$ cat src/hw/stage_reg.sv
`timescale 1ns/1ps

module stage_reg #(
    parameter type payload_t = logic [7:0]
) (
    input  logic     clk,
    input  logic     rst_n,
    input  logic     en,
    input  logic     clear,
    input  payload_t d,
    output payload_t q
);

    // clear wins over en.
    always_ff @(posedge clk or negedge rst_n) begin
        if (!rst_n) begin
            q <= '0;
        end else if (clear) begin
            q <= '0;
        end else if (en) begin
            q <= d;
        end
    end

endmodule

$ cat config.mk
export PLATFORM = sky130hd
export DESIGN_NAME = stage_reg
export DESIGN_NICKNAME = d
export VERILOG_FILES = /design/src/hw/stage_reg.sv
export SDC_FILE = /design/constraint.sdc
export NUM_CORES = 1
export LEC_CHECK = 0
export BUFFER_PORTS_ARGS = -buffer_cell sky130_fd_sc_hd__buf_2
export CAP_MARGIN = 20
export CORE_AREA = 2 2 39 41
export CTS_CLUSTER_SIZE = 12
export DETAILED_ROUTE_END_ITERATION = 8
export DIE_AREA = 0 0 41 43
export PLACE_DENSITY = 0.6
export SYNTH_ARGS = -nofsm -noshare
export SYNTH_HDL_FRONTEND = slang
export SYNTH_SLANG_ARGS = --single-unit
$ cat constraint.sdc
create_clock -name clk -period 1 [get_ports clk]
set_clock_uncertainty 0.15 [all_clocks]
set_input_delay 0.2 -clock clk [delete_from_list [all_inputs] [get_ports clk]]
set_output_delay 0.2 -clock clk [all_outputs]
set_load 0.02 [all_outputs]
* Yosys cells after proc, flatten, opt, wreduce, memory -nomap -nowiden
Cells that the tools add are included.
** Storage, ports and cells
- Bits in registers :: 8
- Input port bits :: 12
- Word-level logic and storage cells :: 4
** Operators by class
- Muxes and demuxes :: 2
- Reductions and logical operators :: 1
** Operators with widths (count)
- $mux W8 :: 2
- $reduce_bool A2 Y1 :: 1

* Logic depth before layout (Yosys ltp)
Gate-level depths: netlist (run 1).
- Word-level depth :: 2
- Depth in mapped cells :: 3
- Mapped depth without buffers :: 2

* Least setup slack after synthesis (run 1)
Ideal clock, no wire load.
- Path kind :: reg-to-reg
- Start :: register q[0] (netlist name)
- End :: register q[0] (netlist bit)
- Data arrival time :: 613 ps
- Required time :: 722 ps
- Path slack :: 109 ps
- Stages on the path, launching flop included :: 3
- Path buffers :: 0
- Clock period less this slack :: 891 ps
- Cells stage by stage :: dfrtp_1 mux2i_1 nor2_1
** RTL lines
- end signal: assignment :: RTL line 17 : q <= '0;
- end signal: assignment :: RTL line 19 : q <= '0;
- end signal: assignment :: RTL line 21 : q <= d;
- end: declaration :: RTL line 11 : output payload_t q

* Worst setup path in the final report (run 1)
- Start :: register q[0] (netlist bit)
- End :: output q[0] (netlist bit)
No word-level cell between the ends.

==> results of run 1 <==
layer usage:
| metal | global-route usage, % | wire (um) | share of wire (%) | vias up |
|---|---|---|---|---|
| met5 | 0 | 0 | 0 | - |
| met4 | 10.0 | 4 | 0.49 | 0 |
| met3 | 3.14 | 38 | 4.6 | 2 |
| met2 | 17.2 | 484 | 59 | 6 |
| li1 | - | - | - | 137 |
| met1 | 13.9 | 292 | 36 | 133 |
logic make-up after synthesis:
family                 Yosys count  share of synthesized area [%]
buffers and inverters            2                           4.61
muxes                            8                           24.6
and+or+nand+nor                  8                           9.23
DFF                              8                           61.5
cells in the mapped netlist:
cell type,n
nor2_1,8
buf_6,1
mux2i_1,8
dfrtp_1,8
buf_1,1
path summary, 6_finish.rpt:
| path | to | slack [ns] | depth (start not counted) |
|---|---|---|---|
| max | q[0] | -0.14 | 1 |
| max reg2reg | q[4] | -0.08 | 4 |
| min | q[5] | 0.05 | 3 |
| min reg2reg | q[7] | 0.40 | 2 |
| min in group asynchronous | q[4] | 0.20 | 2 |
| max in group asynchronous | q[1] | 0.33 | 2 |
what timing repair did:
item,4_1_cts,5_1_grt
pin swaps,0,1
buffers inserted,1,3
resized for setup,16,0
endpoints found under the setup margin,8,8
hold endpoints to repair,8,0
hold buffers,1,0
cell type report:
class | count | share of cell area [%]
Sequential cell | 8 | 37.2
Timing Repair Buffer | 24 | 34.4
Multi-Input combinational cell | 16 | 20.5
Clock buffer | 3 | 4.19
Tap cell | 16 | 3.72
report_power, final:
group          internal [W]  switching, W
registers          0.000342     0.0000134
logic             0.0000803     0.0000680
clock network      0.000137      0.000109
total              0.000560      0.000190
tightest hold or removal path, delay by kind of cell:
family | cells | cell delay [ns]
simple gates | 1 | 0.08
mux | 1 | 0.06
buf+inv | 1 | 0.08
through the flow:
step / cells / area (um^2) / setup slack (ns) / total power (W)
2_1_floorplan: 26 / 325 / 0.109 / 0.000421
6_report: 67 / 538 / -0.137 / 0.000750
3_5_place_dp: 59 / 425 / 0.0131 / 0.000469
4_1_cts: 64 / 515 / -0.151 / 0.000755
5_1_grt: 67 / 538 / -0.161 / 0.000788
3_3_place_gp: 59 / 425 / 0.0282 / 0.000467
==> results_dict.tcl, run 1 <==
set metrics [dict create \
    status "finished with violations" \
    violations "negative setup slack" \
    fp.dieH_um 43 \
    worst_pin_slew_ns 0.236 \
    vias 278 \
    grt_pass1_vias 307 \
    cp_slowest_stage_delay_ns 0.40 \
    htree_levels 1 \
    layout_commonest_cell "buf_2" \
    cp_slowest_cell "dfrtp_1" \
    timing.hold.ws_ns 0.0546 \
    initial_core_util_pct 23.5 \
    syn2layout_area_growth_pct 65.4 \
    clk_latency_ns 0.25 \
    path_cells "buf_6" \
    fin_nets 65 \
    hp-class "input port to flip-flop" \
    grt_max_degree 9 \
    globalRouteTotalUtil_pct 11.9 \
    top_register "q" \
    path_max_fanout 2 \
    cp-end-kind "output port" \
    finalSetupTns_ns -1.07 \
    grt_pass1_wl_um 1320 \
    clock_path_buffers 2 \
    rsz0062_at_grt "true" \
    synth.area.top_cells "dfrtp_1, mux2i_1, nor2_1, buf_6, buf_1" \
    nFillCells 138 \
    relSlewSlack_pct 84.3 \
    dieWidth_um 41 \
    seqCellArea_um2 200 \
    avgSynthCellArea_um2 12.5 \
    worst_setup_path_start_kind "flip-flop" \
    port_buffers 19 \
    startpoint "q[0]" \
    ys_ff_latch 8 \
    setup_ws_ns -0.137 \
    fmax_mhz 879 \
    critPathArrivalTime_ns 0.79 \
    postRouteAntennaNets 0 \
    power_density_mw_per_mm2 1390 \
    synth_nets 38 \
    dieArea_mm2 0.00176 \
    finish.utilization_pct 38.9 \
    rows 14 \
    drt_iter0_drc 3 \
    multiInputGateArea_um2 110 \
    min_from "d[5]" \
    worst-path-buf-inv 1 \
    fin_crit_ns 1.14 \
    path_clk_slew_ns 0.06 \
    cts_buffers 3 \
    gp_congestion 0.582 \
    period_share_pct 114 \
    drv_slew 0 \
    maxCapViolations 0 \
    wl_um 819 \
    cts_sinks 8 \
    power.leakage_nw 0.299 \
    synth_largest_area_cell "dfrtp_1" \
    crit_family "flip-flops" \
    final_cell_mix "buf_2, mux2i_1, nor2_1, buf_6, dfrtp_1" \
    wl_per_cell_um 12.2 \
    crit_type "flip-flop to output port" \
    syn_area_um2 325 \
    drc 0 \
    n_antenna_cell 0 \
    yosysSeqAreaShare_pct 61.5 \
    biggestRegsByFlops "q: 8 flops" \
    largest_reg_flops 8 \
    hold_violations 0 \
    synth.distinct_cells 5 \
    setup_violations 9 \
    cts_tree "yes" \
    worstPathRequired_ns 0.65 \
    gr-total-overflow 0 \
    vias_per_cell 4.15 \
    fp.coreArea_mm2 0.00138 \
    num_io_pins 20 \
    yosys_warnings 0 \
    cts_root_buffer "clkbuf_4" \
    antenna_found_initial 0 \
    r2r_start "q[4]" \
    firstDrtPassIters 3 \
    netlist.area_leader.share_pct 61.5 \
    ir_drop_mv 0.472 \
    drive_above_1_share_pct 51.0 \
    synth_cells 26 \
]
Power figures use the tool's default switching activity.
==> inputs of run 2 (changes only) <==
- CELL_PAD_IN_SITES_DETAIL_PLACEMENT: default -> 1
- CELL_PAD_IN_SITES_GLOBAL_PLACEMENT: default -> 2
- CORE_AREA: 2 2 39 41 -> default
- CORE_MARGIN: default -> 1
- CORE_UTILIZATION: default -> 22
- DIE_AREA: 0 0 41 43 -> default
- PLACE_DENSITY: 0.6 -> 0.81
==> results_dict.tcl, run 2 (synthesized netlist as in run 1, its figures left out) <==
set metrics [dict create \
    maxCapViolations 0 \
    fmax_mhz 885 \
    dieArea_mm2 0.00164 \
    power_density_mw_per_mm2 1410 \
    drv_slew 0 \
    drive_above_1_share_pct 49.0 \
    startpoint "q[5]" \
    initial_core_util_pct 24.4 \
    timing.hold.ws_ns 0.0511 \
    htree_levels 1 \
    min_from "d[7]" \
    worst_pin_slew_ns 0.227 \
    n_antenna_cell 0 \
    fp.coreArea_mm2 0.00133 \
    setup_violations 8 \
    cp_slowest_stage_delay_ns 0.39 \
    fin_area_um2 522 \
    largest_reg_flops 8 \
    rsz0062_at_grt "true" \
    gp_congestion 0.628 \
    biggestRegsByFlops "q: 8 flops" \
    final_cell_mix "buf_2, mux2i_1, nor2_1, buf_6, dfrtp_1" \
    dp_slack_ns 0.0126 \
    fin_crit_ns 1.13 \
    port_buffers 19 \
    relSlewSlack_pct 84.8 \
    top_register "q" \
    fin_nets 63 \
    power.total_w 0.000735 \
    vias_per_cell 4.19 \
    stdcell_count 64 \
    cts_sinks 8 \
    postRouteAntennaNets 0 \
    path_max_fanout 2 \
    clock_path_buffers 2 \
    grt_pass1_vias 317 \
    ir_drop_mv 0.524 \
    wl_um 778 \
    power.leakage_nw 0.289 \
    rows 13 \
    worst_setup_path_start_kind "flip-flop" \
    worstPathRequired_ns 0.65 \
    grt_max_degree 9 \
    fp.dieH_um 40.5 \
    globalRouteTotalUtil_pct 12.5 \
    hp-class "input port to flip-flop" \
    crit_family "flip-flops" \
    cp-end-kind "output port" \
    path_clk_slew_ns 0.05 \
    num_io_pins 20 \
    clk_latency_ns 0.25 \
    path_cells "buf_6" \
    drt_iter0_drc 2 \
    post-place-cells 58 \
    setup_ws_ns -0.130 \
    violations "negative setup slack" \
    crit_type "flip-flop to output port" \
    wl_per_cell_um 12.2 \
    period_share_pct 113 \
    drc 0 \
    grt_pass1_wl_um 1220 \
    dpl_cell_area_um2 424 \
    antenna_found_initial 0 \
    vias 268 \
    cts_tree "yes" \
    critPathArrivalTime_ns 0.78 \
    gr-total-overflow 0 \
    dieWidth_um 40.5 \
    cts_root_buffer "clkbuf_4" \
    hold_violations 0 \
    r2r_start "q[1]" \
    cp_slowest_cell "dfrtp_1" \
    syn2layout_area_growth_pct 60.4 \
    status "finished with violations" \
    firstDrtPassIters 4 \
    nFillCells 159 \
    layout_commonest_cell "buf_2" \
    cts_buffers 3 \
    worst-path-buf-inv 1 \
]
## run 2: layout make-up
class | count | area [um^2] | share of cell area [%]
clock buffers | 3 | 22.5 | 4.32
multi-input cells | 16 | 110 | 21.1
flip-flops and latches | 8 | 200 | 38.4
well taps | 15 | 18.8 | 3.60
repair buffers | 22 | 170 | 32.6
## run 2: report_power, final
part           switching (W)  internal, W  total, W
Combinational      0.0000659    0.0000750  0.000141
Sequential         0.0000134     0.000343  0.000356
Clock               0.000101     0.000137  0.000238
Total               0.000180     0.000554  0.000735
## run 2: final timing paths
check | end | slack, ns | depth (start not counted)
worst max-delay path | q[5] | -0.13 | 1
worst min-delay path | q[7] | 0.05 | 3
worst max register to register | q[1] | 0.05 | 3
worst min register to register | q[3] | 0.40 | 2
max in group asynchronous | q[1] | 0.37 | 2
min in group asynchronous | q[7] | 0.16 | 2
## run 2: timing repair
item,CTS,global route
hold buffers,1,0
setup endpoints to repair,8,9
setup buffers,1,1
endpoints found under the hold margin,8,0
gates resized for setup,16,0
pin swaps,0,0
## run 2: through the flow
stage	TNS, ns	utilization [%]
6_report	-0.980	39.1
5_1_grt	-1.18	39.1
4_1_cts	-1.11	38.6
3_5_place_dp	0	31.8
3_3_place_gp	0	31.8
2_1_floorplan	0	-
## run 2: layer usage
layer  GRT usage (%)  vias up  share of wire, %
li1                -      131                 -
met1            12.2      128                40
met2            20.6        5                54
met3            5.00        4               3.0
met4            10.0        0               2.2
met5               0        -                 0
