--- config.mk ---
export PLATFORM = sky130hd
export DESIGN_NAME = ex_stage
export DESIGN_NICKNAME = d
export VERILOG_FILES = /design/src/hw/core_pkg.sv /design/src/hw/ex_stage.sv
export SDC_FILE = /design/constraint.sdc
export NUM_CORES = 1
export LEC_CHECK = 0
export ABC_AREA = 1
export ABC_CLOCK_PERIOD_IN_PS = 3360
export BUFFER_PORTS_ARGS = -buffer_cell sky130_fd_sc_hd__buf_2
export CAP_MARGIN = 20
export CORE_MARGIN = 1.5
export CORE_UTILIZATION = 52
export DETAILED_ROUTE_END_ITERATION = 10
export PLACE_DENSITY = 0.81
export SLEW_MARGIN = 20
export SYNTH_ARGS = -nofsm -noshare
export SYNTH_HDL_FRONTEND = slang
export SYNTH_SLANG_ARGS = --single-unit
export TNS_END_PERCENT = 10
--- constraint.sdc ---
create_clock -name vclk -period 3.36
set_input_delay 0.672 -clock vclk [all_inputs]
set_output_delay 0.672 -clock vclk [all_outputs]
set_load 0.02 [all_outputs]
--- src/hw/core_pkg.sv ---
package core_pkg;

    localparam int data_w     = 32;
    localparam int reg_addr_w = 5;
    localparam int imm_w      = 16;

    // data memory geometry.
    localparam int dm_depth  = 256;
    localparam int dm_addr_w = 8;

    // writeback source select.
    localparam logic wb_sel_alu = 1'b0;
    localparam logic wb_sel_mem = 1'b1;

    typedef enum logic [3:0] {
        alu_add  = 4'd0,
        alu_sub  = 4'd1,
        alu_and  = 4'd2,
        alu_or   = 4'd3,
        alu_xor  = 4'd4,
        alu_slt  = 4'd5,
        alu_sltu = 4'd6,
        alu_lui  = 4'd7
    } alu_op_e;

    typedef enum logic [2:0] {
        dm_none  = 3'd0,
        dm_word  = 3'd1,
        dm_half  = 3'd2,
        dm_halfu = 3'd3, // zero extended.
        dm_byte  = 3'd4,
        dm_byteu = 3'd5  // zero extended.
    } dm_op_e;

    // EX/MEM latch contents.
    typedef struct packed {
        logic [data_w-1:0]     alu_res;
        logic [data_w-1:0]     store_data;
        dm_op_e                dm_op;
        logic                  mem_write;
        logic                  mem_read;
        logic [reg_addr_w-1:0] dest_reg;
        logic                  reg_w_en;
        logic                  wb_sel;
    } ex_mem_t;

    // MEM/WB latch contents.
    typedef struct packed {
        logic [data_w-1:0]     wb_data;
        logic [reg_addr_w-1:0] dest_reg;
        logic                  reg_w_en;
    } mem_wb_t;

endpackage

--- src/hw/ex_stage.sv ---
`timescale 1ns/1ps

module ex_stage (
    input  core_pkg::alu_op_e                 alu_op,
    input  logic                              alu_src,
    input  logic                              issue,
    input  logic [core_pkg::data_w-1:0]       operand_a,
    input  logic [core_pkg::data_w-1:0]       operand_b,
    input  logic [core_pkg::imm_w-1:0]        imm16,
    input  core_pkg::dm_op_e                  dm_op,
    input  logic                              mem_write,
    input  logic                              mem_read,
    input  logic [core_pkg::reg_addr_w-1:0]   dest_reg,
    input  logic                              reg_w_en,
    input  logic                              wb_sel,
    output core_pkg::ex_mem_t                 payload
);

    localparam int ext_w = core_pkg::data_w - core_pkg::imm_w;

    logic                          zero_ext;
    logic [core_pkg::data_w-1:0]   imm_ext;
    logic [core_pkg::data_w-1:0]   op_b;
    logic [core_pkg::data_w-1:0]   alu_res;
    logic [core_pkg::data_w-1:0]   diff;

    // logical ops take the immediate unsigned.
    always_comb begin
        zero_ext = (alu_op == core_pkg::alu_and) ||
                   (alu_op == core_pkg::alu_or)  ||
                   (alu_op == core_pkg::alu_xor);
    end

    always_comb begin
        if (zero_ext) begin
            imm_ext = {{ext_w{1'b0}}, imm16};
        end else begin
            imm_ext = {{ext_w{imm16[core_pkg::imm_w-1]}}, imm16};
        end
        op_b = alu_src ? imm_ext : operand_b;
    end

    assign diff = operand_a - op_b;

    always_comb begin
        case (alu_op)
            core_pkg::alu_add: begin
                alu_res = operand_a + op_b;
            end
            core_pkg::alu_sub: begin
                alu_res = diff;
            end
            core_pkg::alu_and: begin
                alu_res = operand_a & op_b;
            end
            core_pkg::alu_or: begin
                alu_res = operand_a | op_b;
            end
            core_pkg::alu_xor: begin
                alu_res = operand_a ^ op_b;
            end
            core_pkg::alu_slt: begin
                alu_res = {{(core_pkg::data_w-1){1'b0}},
                           ($signed(operand_a) < $signed(op_b))};
            end
            core_pkg::alu_sltu: begin
                alu_res = {{(core_pkg::data_w-1){1'b0}}, (operand_a < op_b)};
            end
            core_pkg::alu_lui: begin
                alu_res = {imm16, {ext_w{1'b0}}}; // immediate in upper half.
            end
            default: begin
                alu_res = '0;
            end
        endcase
    end

    // no issue means a bubble.
    always_comb begin
        payload            = '0;
        payload.alu_res    = alu_res;
        payload.store_data = operand_b;
        payload.dm_op      = dm_op;
        payload.mem_write  = mem_write & issue;
        payload.mem_read   = mem_read;
        payload.dest_reg   = dest_reg;
        payload.reg_w_en   = reg_w_en & issue;
        payload.wb_sel     = wb_sel;
    end

endmodule

# Yosys cells after proc, flatten, opt, wreduce, memory -nomap -nowiden
# Index checks and enable logic that the tools add are counted.
[totals]
register_bits = 0
latch_bits = 0
ram_bits = 0
romBits = 0
word_cells = 22
n_memories = 0
[op_classes]
add_sub_neg = 2
mul = 0
n_div = 0
n_lt_le_gt_ge = 2
n_eq_ne = 7
n_shift = 0
muxes = 3
bitwise_logic = 5
n_reduce_logical = 3
[ops]
columns = ["operator", "count"]
rows = [
  ["case mux 32 bit (8 select lines)", 1],
  ["less-than comparator 32 bit", 2],
  ["2-to-1 mux 32 bit", 2],
  ["adder 32 bit", 1],
  ["bitwise AND 32 bit", 1],
  ["bitwise OR 32 bit", 1],
  ["subtractor 32 bit", 1],
  ["XOR 32 bit", 1],
  ["equality test 4 x 3 -> 1 bit (second input constant)", 4],
  ["equality test 4 x 2 -> 1 bit (second input constant)", 2],
  ["equality test 4 x 1 -> 1 bit (second input constant)", 1],
  ["zero test 4 bit", 1],
  ["bitwise AND 1 bit", 2],
  ["logical OR 1 bit", 2],
]

# Longest topological paths before layout
# Gate-level depths: netlist (run 1).
[depth]
word_depth = 7
ltp_mapped = 22

# Worst setup path after synthesis (run 1)
# OpenSTA, ideal clock, no wires.
[synth_path]
kind = "input port to output port"
start = "in alu_src"
end = "out payload[56] in the netlist's numbering"
t_arrival_ns = 3.117
required_ns = 2.688
path_slack_ns = -0.429
path_stages = 14
path_buffers = 2
cell_sequence = "buf_2 buf_1 nand2_1 o21ai_0 inv_1 ha_1 fa_1 nand3_1 nand3_1 nand3_1 nand3_1 o21ai_0 a21oi_1 o21ai_0"
[synth_rtl]
columns = ["item", "line_no", "rtl"]
rows = [
  ["start, declared", "ex_stage.sv:5", "input logic alu_src,"],
  ["end, declared", "ex_stage.sv:16", "output core_pkg::ex_mem_t payload"],
]

==> results.sh, run 1 <==
export IMPL_drtIter0Drc=1265
export IMPL_final_area_mm2=0.0103
export IMPL_synth_area_mm2=0.00708
export IMPL_crit_type="input port to primary output"
export IMPL_syn_inst=1420
export IMPL_grt_met3_usage=0.0537
export IMPL_slew_violations=0
export IMPL_track_usage=0.416
export IMPL_p_leak_nw=6.13
export IMPL_syn_avg_cell_area_um2=4.98
export IMPL_setup_viol=28
export IMPL_pwr_share_seq=0
export IMPL_violations="negative setup slack"
export IMPL_synth_cell_type_count=35
export IMPL_routed_via_density=5.45
export IMPL_status="finished with violations"
export IMPL_seq_area_um2=0
export IMPL_required_ns=2.69
export IMPL_numSequentialCells=0
export IMPL_use_met2=0.663
export IMPL_ir_drop_mv=0.131
export IMPL_hp_class="input port to primary output"
export IMPL_dr_pass1_iters=6
export IMPL_die_area_mm2=0.0143
export IMPL_avgRoutedWirePerCell_um=16.3
export IMPL_multi_input_area_mm2=0.00621
export IMPL_p_sw_w=0.00128
export IMPL_antenna_found_initial=0
export IMPL_final_hold_violation_count=0
export IMPL_io_buffers=154
export IMPL_min_period_ns=3.86
export IMPL_max_cap_violations=0
export IMPL_yosysTopAreaCell="nand2_1"
export IMPL_clock_buffers=0
export IMPL_critPathMaxFanout=8
export IMPL_synth_top_cell_area_share=0.240
export IMPL_ys_warn_count=0
export IMPL_drc=0
export IMPL_p_comb_frac=1.000
export IMPL_finalPower_w=0.00216
export IMPL_ys_top_cells_by_count="nand2_1, inv_1, nand3_1, nor2_1, ha_1"
export IMPL_whs_path_depth=0
export IMPL_grt_max_degree=33
export IMPL_synthTopCellsByArea="nand2_1, inv_1, ha_1, nand3_1, nor2_1"
export IMPL_rsz0062_at_grt="yes"
export IMPL_max_freq_mhz=259
export IMPL_met1_usage=0.564
export IMPL_drive_gt1_frac=0.337
export IMPL_io_pins=174
export IMPL_fp_dieW_um=120
export IMPL_grt_busiest_layer="met2"
export IMPL_p_sw_frac=0.593
export IMPL_grt_pass1_wl_um=47600
export IMPL_ys_seq_area_frac=0
export IMPL_grt_pass1_vias=9682
export IMPL_max_slew_worst_pin_slew_ns=0.588
export IMPL_syn2layout_area_growth_pct=45.1
export IMPL_nNetsFinal=1908
export IMPL_dr_total_vias=10285
export IMPL_yosysMostFrequentCell="nand2_1"
export IMPL_syn_nets=1616
export IMPL_pwr_share_clk=0
export IMPL_ant_nets=0
export IMPL_holdPathEnd="payload[11]"
export IMPL_fin_hold_ws_ns=1.34
export IMPL_post_dp_hpwl_um=23800
export IMPL_max_slew_margin=0.607
export IMPL_startpoint_type="input port"
export IMPL_diodes=0
export IMPL_startpoint="alu_op[2]"
export IMPL_fin_tns_setup_ns=-7.63
export IMPL_power_internal_w=0.000878
export IMPL_rows=42
export IMPL_worstHoldStart="dm_op[2]"
export IMPL_initial_core_util=0.534
export IMPL_finalCritPeriodShare=1.15
export IMPL_die_h_um=120
export IMPL_core_area_mm2=0.0132
export IMPL_cts_hold_buf=0
export IMPL_final_util=0.775
export IMPL_placed_cell_area_mm2=0.00917
export IMPL_overflow=0
export IMPL_power_density_mw_per_mm2=210
export IMPL_nFillCells=1111
export IMPL_wl_um=30800
export IMPL_worst_slack_ns=-0.503
export IMPL_critPathCaptureType="primary output"
export IMPL_arrival_ns=3.19
export IMPL_gp_congestion=1.03
-- power by group through the flow --
| stage | Combinational (W) | Clock (W) | Sequential (W) |
|---|---|---|---|
| floorplan | 0.00106 | 0 | 0 |
| global placement | 0.00177 | 0 | 0 |
| detailed placement | 0.00179 | 0 | 0 |
| CTS | 0.00202 | 0 | 0 |
| global route | 0.00231 | 0 | 0 |
| finish | 0.00216 | 0 | 0 |
-- what timing repair did --
item / 4_1_cts / 5_1_grt
gates cloned: 0 / 0
gates resized for setup: 214 / 67
pin swaps: 42 / 3
buffers inserted: 17 / 0
endpoints found under the setup margin: 29 / 32
endpoints found under the hold margin: 0 / 0
-- cell usage in the layout (no fill, tap or decap), types with 11 or more instances in the layout --
| cell type | instances |
|---|---|
| nand2_1 | 410 |
| inv_1 | 310 |
| buf_4 | 226 |
| buf_2 | 128 |
| nand3_1 | 85 |
| nor2_1 | 78 |
| ha_1 | 68 |
| o22ai_1 | 46 |
| a21oi_1 | 45 |
| nand2_2 | 41 |
| o21ai_1 | 30 |
| o21ai_0 | 27 |
| nor2_2 | 25 |
| nand3_2 | 20 |
| ha_4 | 20 |
| a21oi_2 | 19 |
| o21ai_2 | 17 |
| nor2_4 | 13 |
| inv_2 | 12 |
| buf_6 | 11 |
-- metrics by stage --
stage | cells | worst slack [ns]
after floorplan | 1420 | -0.0456
after global placement | 1869 | -0.651
after detailed placement | 1869 | -0.676
after CTS | 1886 | -0.301
after global routing | 1886 | -0.573
final | 1886 | -0.503
-- critical path, stage by stage --
cell     delay (ns)
buf_8          0.10
nor2_4         0.15
nand2_2        0.11
a41oi_4        0.26
inv_4          0.11
buf_12         0.16
buf_4          0.14
o21ai_4        0.08
buf_6          0.13
inv_1          0.04
ha_2           0.18
a21oi_2        0.17
nor2_1         0.06
nor2_1         0.12
nand2_1        0.10
a21oi_2        0.18
nand3_1        0.12
nand3_2        0.08
nand3_2        0.08
buf_6          0.14
-- logic make-up after synthesis --
logic type	Yosys count	share of synthesized area
adders and majority gates	98	0.175
and+or+nand+nor	706	0.409
AOI/OAI and AO/OA	209	0.168
buffers and inverters	407	0.248
-- routing by layer --
layer | routed length (µm) | vias up
met5 | 0 | -
met4 | 1580 | 0
met3 | 3770 | 131
met2 | 13100 | 666
met1 | 12400 | 4559
li1 | - | 4929
-- worst max path at each step --
stage                        endpoint  slack [ns]  cells after the start
after global routing      payload[74]       -0.57                     22
after CTS                 payload[44]       -0.30                     18
after global placement    payload[44]       -0.65                     23
final                     payload[72]       -0.50                     20
after floorplan           payload[64]       -0.05                     16
after detailed placement  payload[44]       -0.68                     23
-- cell type report --
cell class | count | area share
repair buffers | 372 | 0.254
multi-input cells | 1013 | 0.605
well taps | 176 | 0.0215
inverters | 325 | 0.120
Power figures use the tool's default switching activity.
==> inputs of run 2 (changes only) <==
- CORE_MARGIN: 1.5 -> not set
- TNS_END_PERCENT: 10 -> 30
==> results.sh, run 2 (synthesis gave the netlist of run 1 again) <==
export IMPL_routed_via_density=5.65
export IMPL_io_buffers=154
export IMPL_worst_slack_ns=-0.504
export IMPL_nFillCells=955
export IMPL_finalPower_w=0.00232
export IMPL_instances_no_fill=1889
export IMPL_fp_dieW_um=119
export IMPL_cts_hold_buf=0
export IMPL_track_usage=0.414
export IMPL_max_cap_violations=0
export IMPL_min_period_ns=3.86
export IMPL_max_freq_mhz=259
export IMPL_die_area_mm2=0.0141
export IMPL_status="finished with violations"
export IMPL_place_ws_ns=-0.609
export IMPL_max_slew_worst_pin_slew_ns=0.675
export IMPL_startpoint="alu_op[1]"
export IMPL_drc=0
export IMPL_power_internal_w=0.000946
export IMPL_setup_viol=28
export IMPL_place_inst=1865
export IMPL_wl_met3_um=4280
export IMPL_dr_max_layer_used="met4"
export IMPL_grt_pass1_wl_um=46800
export IMPL_critPathMaxFanout=7
export IMPL_power_density_mw_per_mm2=217
export IMPL_syn2layout_area_growth_pct=51.3
export IMPL_rows=42
export IMPL_seq_area_um2=0
export IMPL_diodes=0
export IMPL_overflow=0
export IMPL_p_comb_frac=1.000
export IMPL_hp_class="input port to primary output"
export IMPL_met1_length_um=12100
export IMPL_arrival_ns=3.19
export IMPL_slew_violations=0
export IMPL_worstHoldStart="dest_reg[0]"
export IMPL_worst_path_most_repeated_cell="nand2_2"
export IMPL_max_stage_delay_ns=0.33
export IMPL_p_sw_w=0.00138
export IMPL_drive_gt1_frac=0.380
export IMPL_pwr_share_clk=0
export IMPL_clock_buffers=0
export IMPL_ant_nets=0
export IMPL_startpoint_type="input port"
export IMPL_crit_type="input port to primary output"
export IMPL_p_sw_frac=0.593
export IMPL_ir_drop_mv=0.137
export IMPL_cpMaxStageDelayCell="ha_4"
export IMPL_final_hold_violation_count=0
export IMPL_violations="negative setup slack"
export IMPL_numSequentialCells=0
export IMPL_io_pins=174
export IMPL_wl_met2_um=13900
export IMPL_post_dp_hpwl_um=23200
export IMPL_nNetsFinal=1911
export IMPL_dr_total_vias=10666
export IMPL_initial_core_util=0.534
export IMPL_final_cell_mix="nand2_1, inv_1, buf_4"
export IMPL_worstPathCellList="buf_6, nand2_2, inv_2, nand2_2, a41oi_2, inv_2, buf_12, buf_6, o21ai_4, ha_4, inv_2, nand2_1, nand2_2, o21bai_1, nand2_1, nand2_1, a21oi_4, nand2_2, nand2_2, nand3_2, nand2_2, buf_6"
export IMPL_finalCritPeriodShare=1.15
export IMPL_grt_pass1_vias=9657
export IMPL_dr_pass1_iters=6
export IMPL_grt_max_degree=33
export IMPL_pwr_share_seq=0
export IMPL_wl_um=32400
export IMPL_critPathCaptureType="primary output"
export IMPL_die_h_um=119
export IMPL_p_leak_nw=6.22
export IMPL_rsz0062_at_grt="yes"
export IMPL_avgRoutedWirePerCell_um=17.2
export IMPL_required_ns=2.69
export IMPL_drtIter0Drc=1269
export IMPL_gp_congestion=1.05
export IMPL_antenna_found_initial=0
export IMPL_core_area_mm2=0.0132
export IMPL_max_slew_margin=0.549
export IMPL_layout_commonest_cell="nand2_1"
## run 2: through the flow
| step | TNS [ns] | util | area, µm² | hold slack [ns] |
|---|---|---|---|---|
| 5_1_grt | -10.80 | 0.808 | 10700 | 1.34 |
| 3_5_place_dp | -11.61 | 0.690 | 9130 | 1.34 |
| 6_report | -7.69 | 0.808 | 10700 | 1.34 |
| 3_3_place_gp | -10.16 | 0.690 | 9130 | 1.34 |
| 4_1_cts | -4.68 | 0.769 | 10200 | 1.34 |
| 2_1_floorplan | -0.00728 | - | 7160 | 1.46 |
## run 2: final cells by class
class,instances,area [µm²],area share
Timing Repair Buffer,375,2690,0.251
Tap cell,176,220,0.0206
Multi-Input combinational cell,1013,6570,0.614
Inverter,325,1230,0.115
## run 2: repair_timing
item                                    in CTS  in global routing
setup buffers                               12                 11
gates resized for setup                    260                128
pin swaps                                   37                 41
endpoints found under the setup margin      28                 30
gates cloned                                 1                  0
## run 2: routing by layer
metal,global-route usage,vias up
met5,0,-
met1,0.517,4726
met4,0.199,0
met3,0.0985,185
li1,-,4944
met2,0.663,811
## run 2: critical path, delay by kind of cell
family | cells | cell delay [ns]
buffers and inverters | 7 | 0.81
AOI/OAI and AO/OA | 4 | 0.52
and+or+nand+nor | 10 | 0.83
adders and majority gates | 1 | 0.33
## run 2: worst paths after layout
check	cells past startpoint	slack [ns]	to
setup / recovery	22	-0.50	payload[44]
hold / removal	0	1.34	payload[2]
## run 2: power by group through the flow
| stage | Sequential (W) | Clock (W) | Combinational [W] |
|---|---|---|---|
| finish | 0 | 0 | 0.00232 |
| global route | 0 | 0 | 0.00246 |
| CTS | 0 | 0 | 0.00206 |
| detailed placement | 0 | 0 | 0.00177 |
| global placement | 0 | 0 | 0.00175 |
| floorplan | 0 | 0 | 0.00106 |
==> inputs of run 3 (changes only) <==
- RECOVER_POWER: not set -> 100
==> results.sh, run 3 (synthesis gave the netlist of run 1 again) <==
export IMPL_crit_type="input port to primary output"
export IMPL_routed_via_density=5.68
export IMPL_grt_pass1_wl_um=46800
export IMPL_max_cap_violations=0
export IMPL_power_density_mw_per_mm2=217
export IMPL_final_hold_violation_count=0
export IMPL_placed_cell_area_mm2=0.00913
export IMPL_hp_class="input port to primary output"
export IMPL_multi_input_area_mm2=0.00657
export IMPL_drc=0
export IMPL_cts_hold_buf=0
export IMPL_die_area_mm2=0.0141
export IMPL_wl_um=32400
export IMPL_post_dp_hpwl_um=23200
export IMPL_ir_drop_mv=0.138
export IMPL_diodes=0
export IMPL_critPathCaptureType="primary output"
export IMPL_dr_pass1_iters=6
export IMPL_rows=42
export IMPL_numSequentialCells=0
export IMPL_core_area_mm2=0.0132
export IMPL_fin_tns_setup_ns=-7.61
export IMPL_io_pins=174
export IMPL_gp_congestion=1.05
export IMPL_layout_commonest_cell="nand2_1"
export IMPL_worst_path_most_repeated_cell="nand2_2"
export IMPL_syn2layout_area_growth_pct=50.7
export IMPL_cpMaxStageDelayCell="ha_4"
export IMPL_startpoint_type="input port"
export IMPL_max_stage_delay_ns=0.33
export IMPL_pwr_share_clk=0
export IMPL_arrival_ns=3.19
export IMPL_max_freq_mhz=259
export IMPL_seq_area_um2=0
export IMPL_die_h_um=119
export IMPL_grt_max_degree=33
export IMPL_antenna_found_initial=0
export IMPL_p_leak_nw=6.12
export IMPL_required_ns=2.69
export IMPL_fp_dieW_um=119
export IMPL_grt_pass1_vias=9657
export IMPL_worst_slack_ns=-0.497
export IMPL_clock_buffers=0
export IMPL_io_buffers=154
export IMPL_avgRoutedWirePerCell_um=17.1
export IMPL_track_usage=0.414
export IMPL_final_area_mm2=0.0107
export IMPL_power_internal_w=0.000940
export IMPL_final_cell_mix="nand2_1, inv_1, buf_4"
export IMPL_fin_hold_ws_ns=1.34
export IMPL_p_comb_frac=1.000
export IMPL_setup_viol=28
export IMPL_finalPower_w=0.00232
export IMPL_pwr_share_seq=0
export IMPL_violations="negative setup slack"
export IMPL_initial_core_util=0.534
export IMPL_slew_violations=0
export IMPL_status="finished with violations"
export IMPL_worstPathCellList="buf_6, nand2_2, inv_2, nand2_2, a41oi_2, inv_2, buf_12, buf_6, o21ai_4, ha_4, inv_2, nand2_1, nand2_2, o21bai_1, nand2_1, nand2_1, a21oi_4, nand2_2, nand2_2, nand3_2, nand2_2, buf_6"
export IMPL_nNetsFinal=1911
export IMPL_p_sw_frac=0.595
export IMPL_finalCritPeriodShare=1.15
export IMPL_drive_gt1_frac=0.360
export IMPL_dr_total_vias=10726
export IMPL_ant_nets=0
export IMPL_rsz0062_at_grt="yes"
export IMPL_p_sw_w=0.00138
export IMPL_nFillCells=984
export IMPL_min_period_ns=3.86
export IMPL_overflow=0
export IMPL_critPathMaxFanout=7
export IMPL_drtIter0Drc=1306
export IMPL_max_slew_worst_pin_slew_ns=0.681
export IMPL_max_slew_margin=0.545
## run 3: power by group through the flow
stage	Clock (W)	Combinational, W	Sequential, W
after floorplan	0	0.00106	0
after global placement	0	0.00175	0
after detailed placement	0	0.00177	0
after CTS	0	0.00206	0
after global routing	0	0.00245	0
final	0	0.00232	0
## run 3: layer usage
metal | vias up | track usage | routed length [µm]
li1 | 4942 | - | -
met1 | 4810 | 0.517 | 12000
met2 | 794 | 0.663 | 14000
met3 | 180 | 0.0985 | 4320
met4 | 0 | 0.199 | 2070
met5 | - | 0 | 0
## run 3: critical path: cells and delay by family
family | cells | cell delay, ns
compound gates | 4 | 0.52
fa+ha+maj | 1 | 0.33
buf+inv | 7 | 0.81
simple gates | 10 | 0.83
## run 3: final timing paths
| check | startpoint | endpoint | cells past startpoint |
|---|---|---|---|
| max | alu_op[1] | payload[44] | 22 |
| min | dest_reg[0] | payload[2] | 0 |
## run 3: layout make-up
class	instances	area share
Multi-Input combinational cell	1013	0.616
Tap cell	176	0.0207
Inverter	325	0.115
Timing Repair Buffer	375	0.248
## run 3: metrics by stage
| step | util | std cells | setup slack [ns] |
|---|---|---|---|
| after floorplan | - | 1420 | -0.00728 |
| after global placement | 0.690 | 1865 | -0.560 |
| after detailed placement | 0.690 | 1865 | -0.609 |
| after CTS | 0.769 | 1878 | -0.364 |
| after global routing | 0.805 | 1889 | -0.547 |
| final | 0.805 | 1889 | -0.497 |
## run 3: timing repair
action,4_1_cts,5_1_grt
endpoints found under the setup margin,28,30
pin swaps,37,41
setup buffers,12,11
gates cloned,1,0
resized for setup,260,128
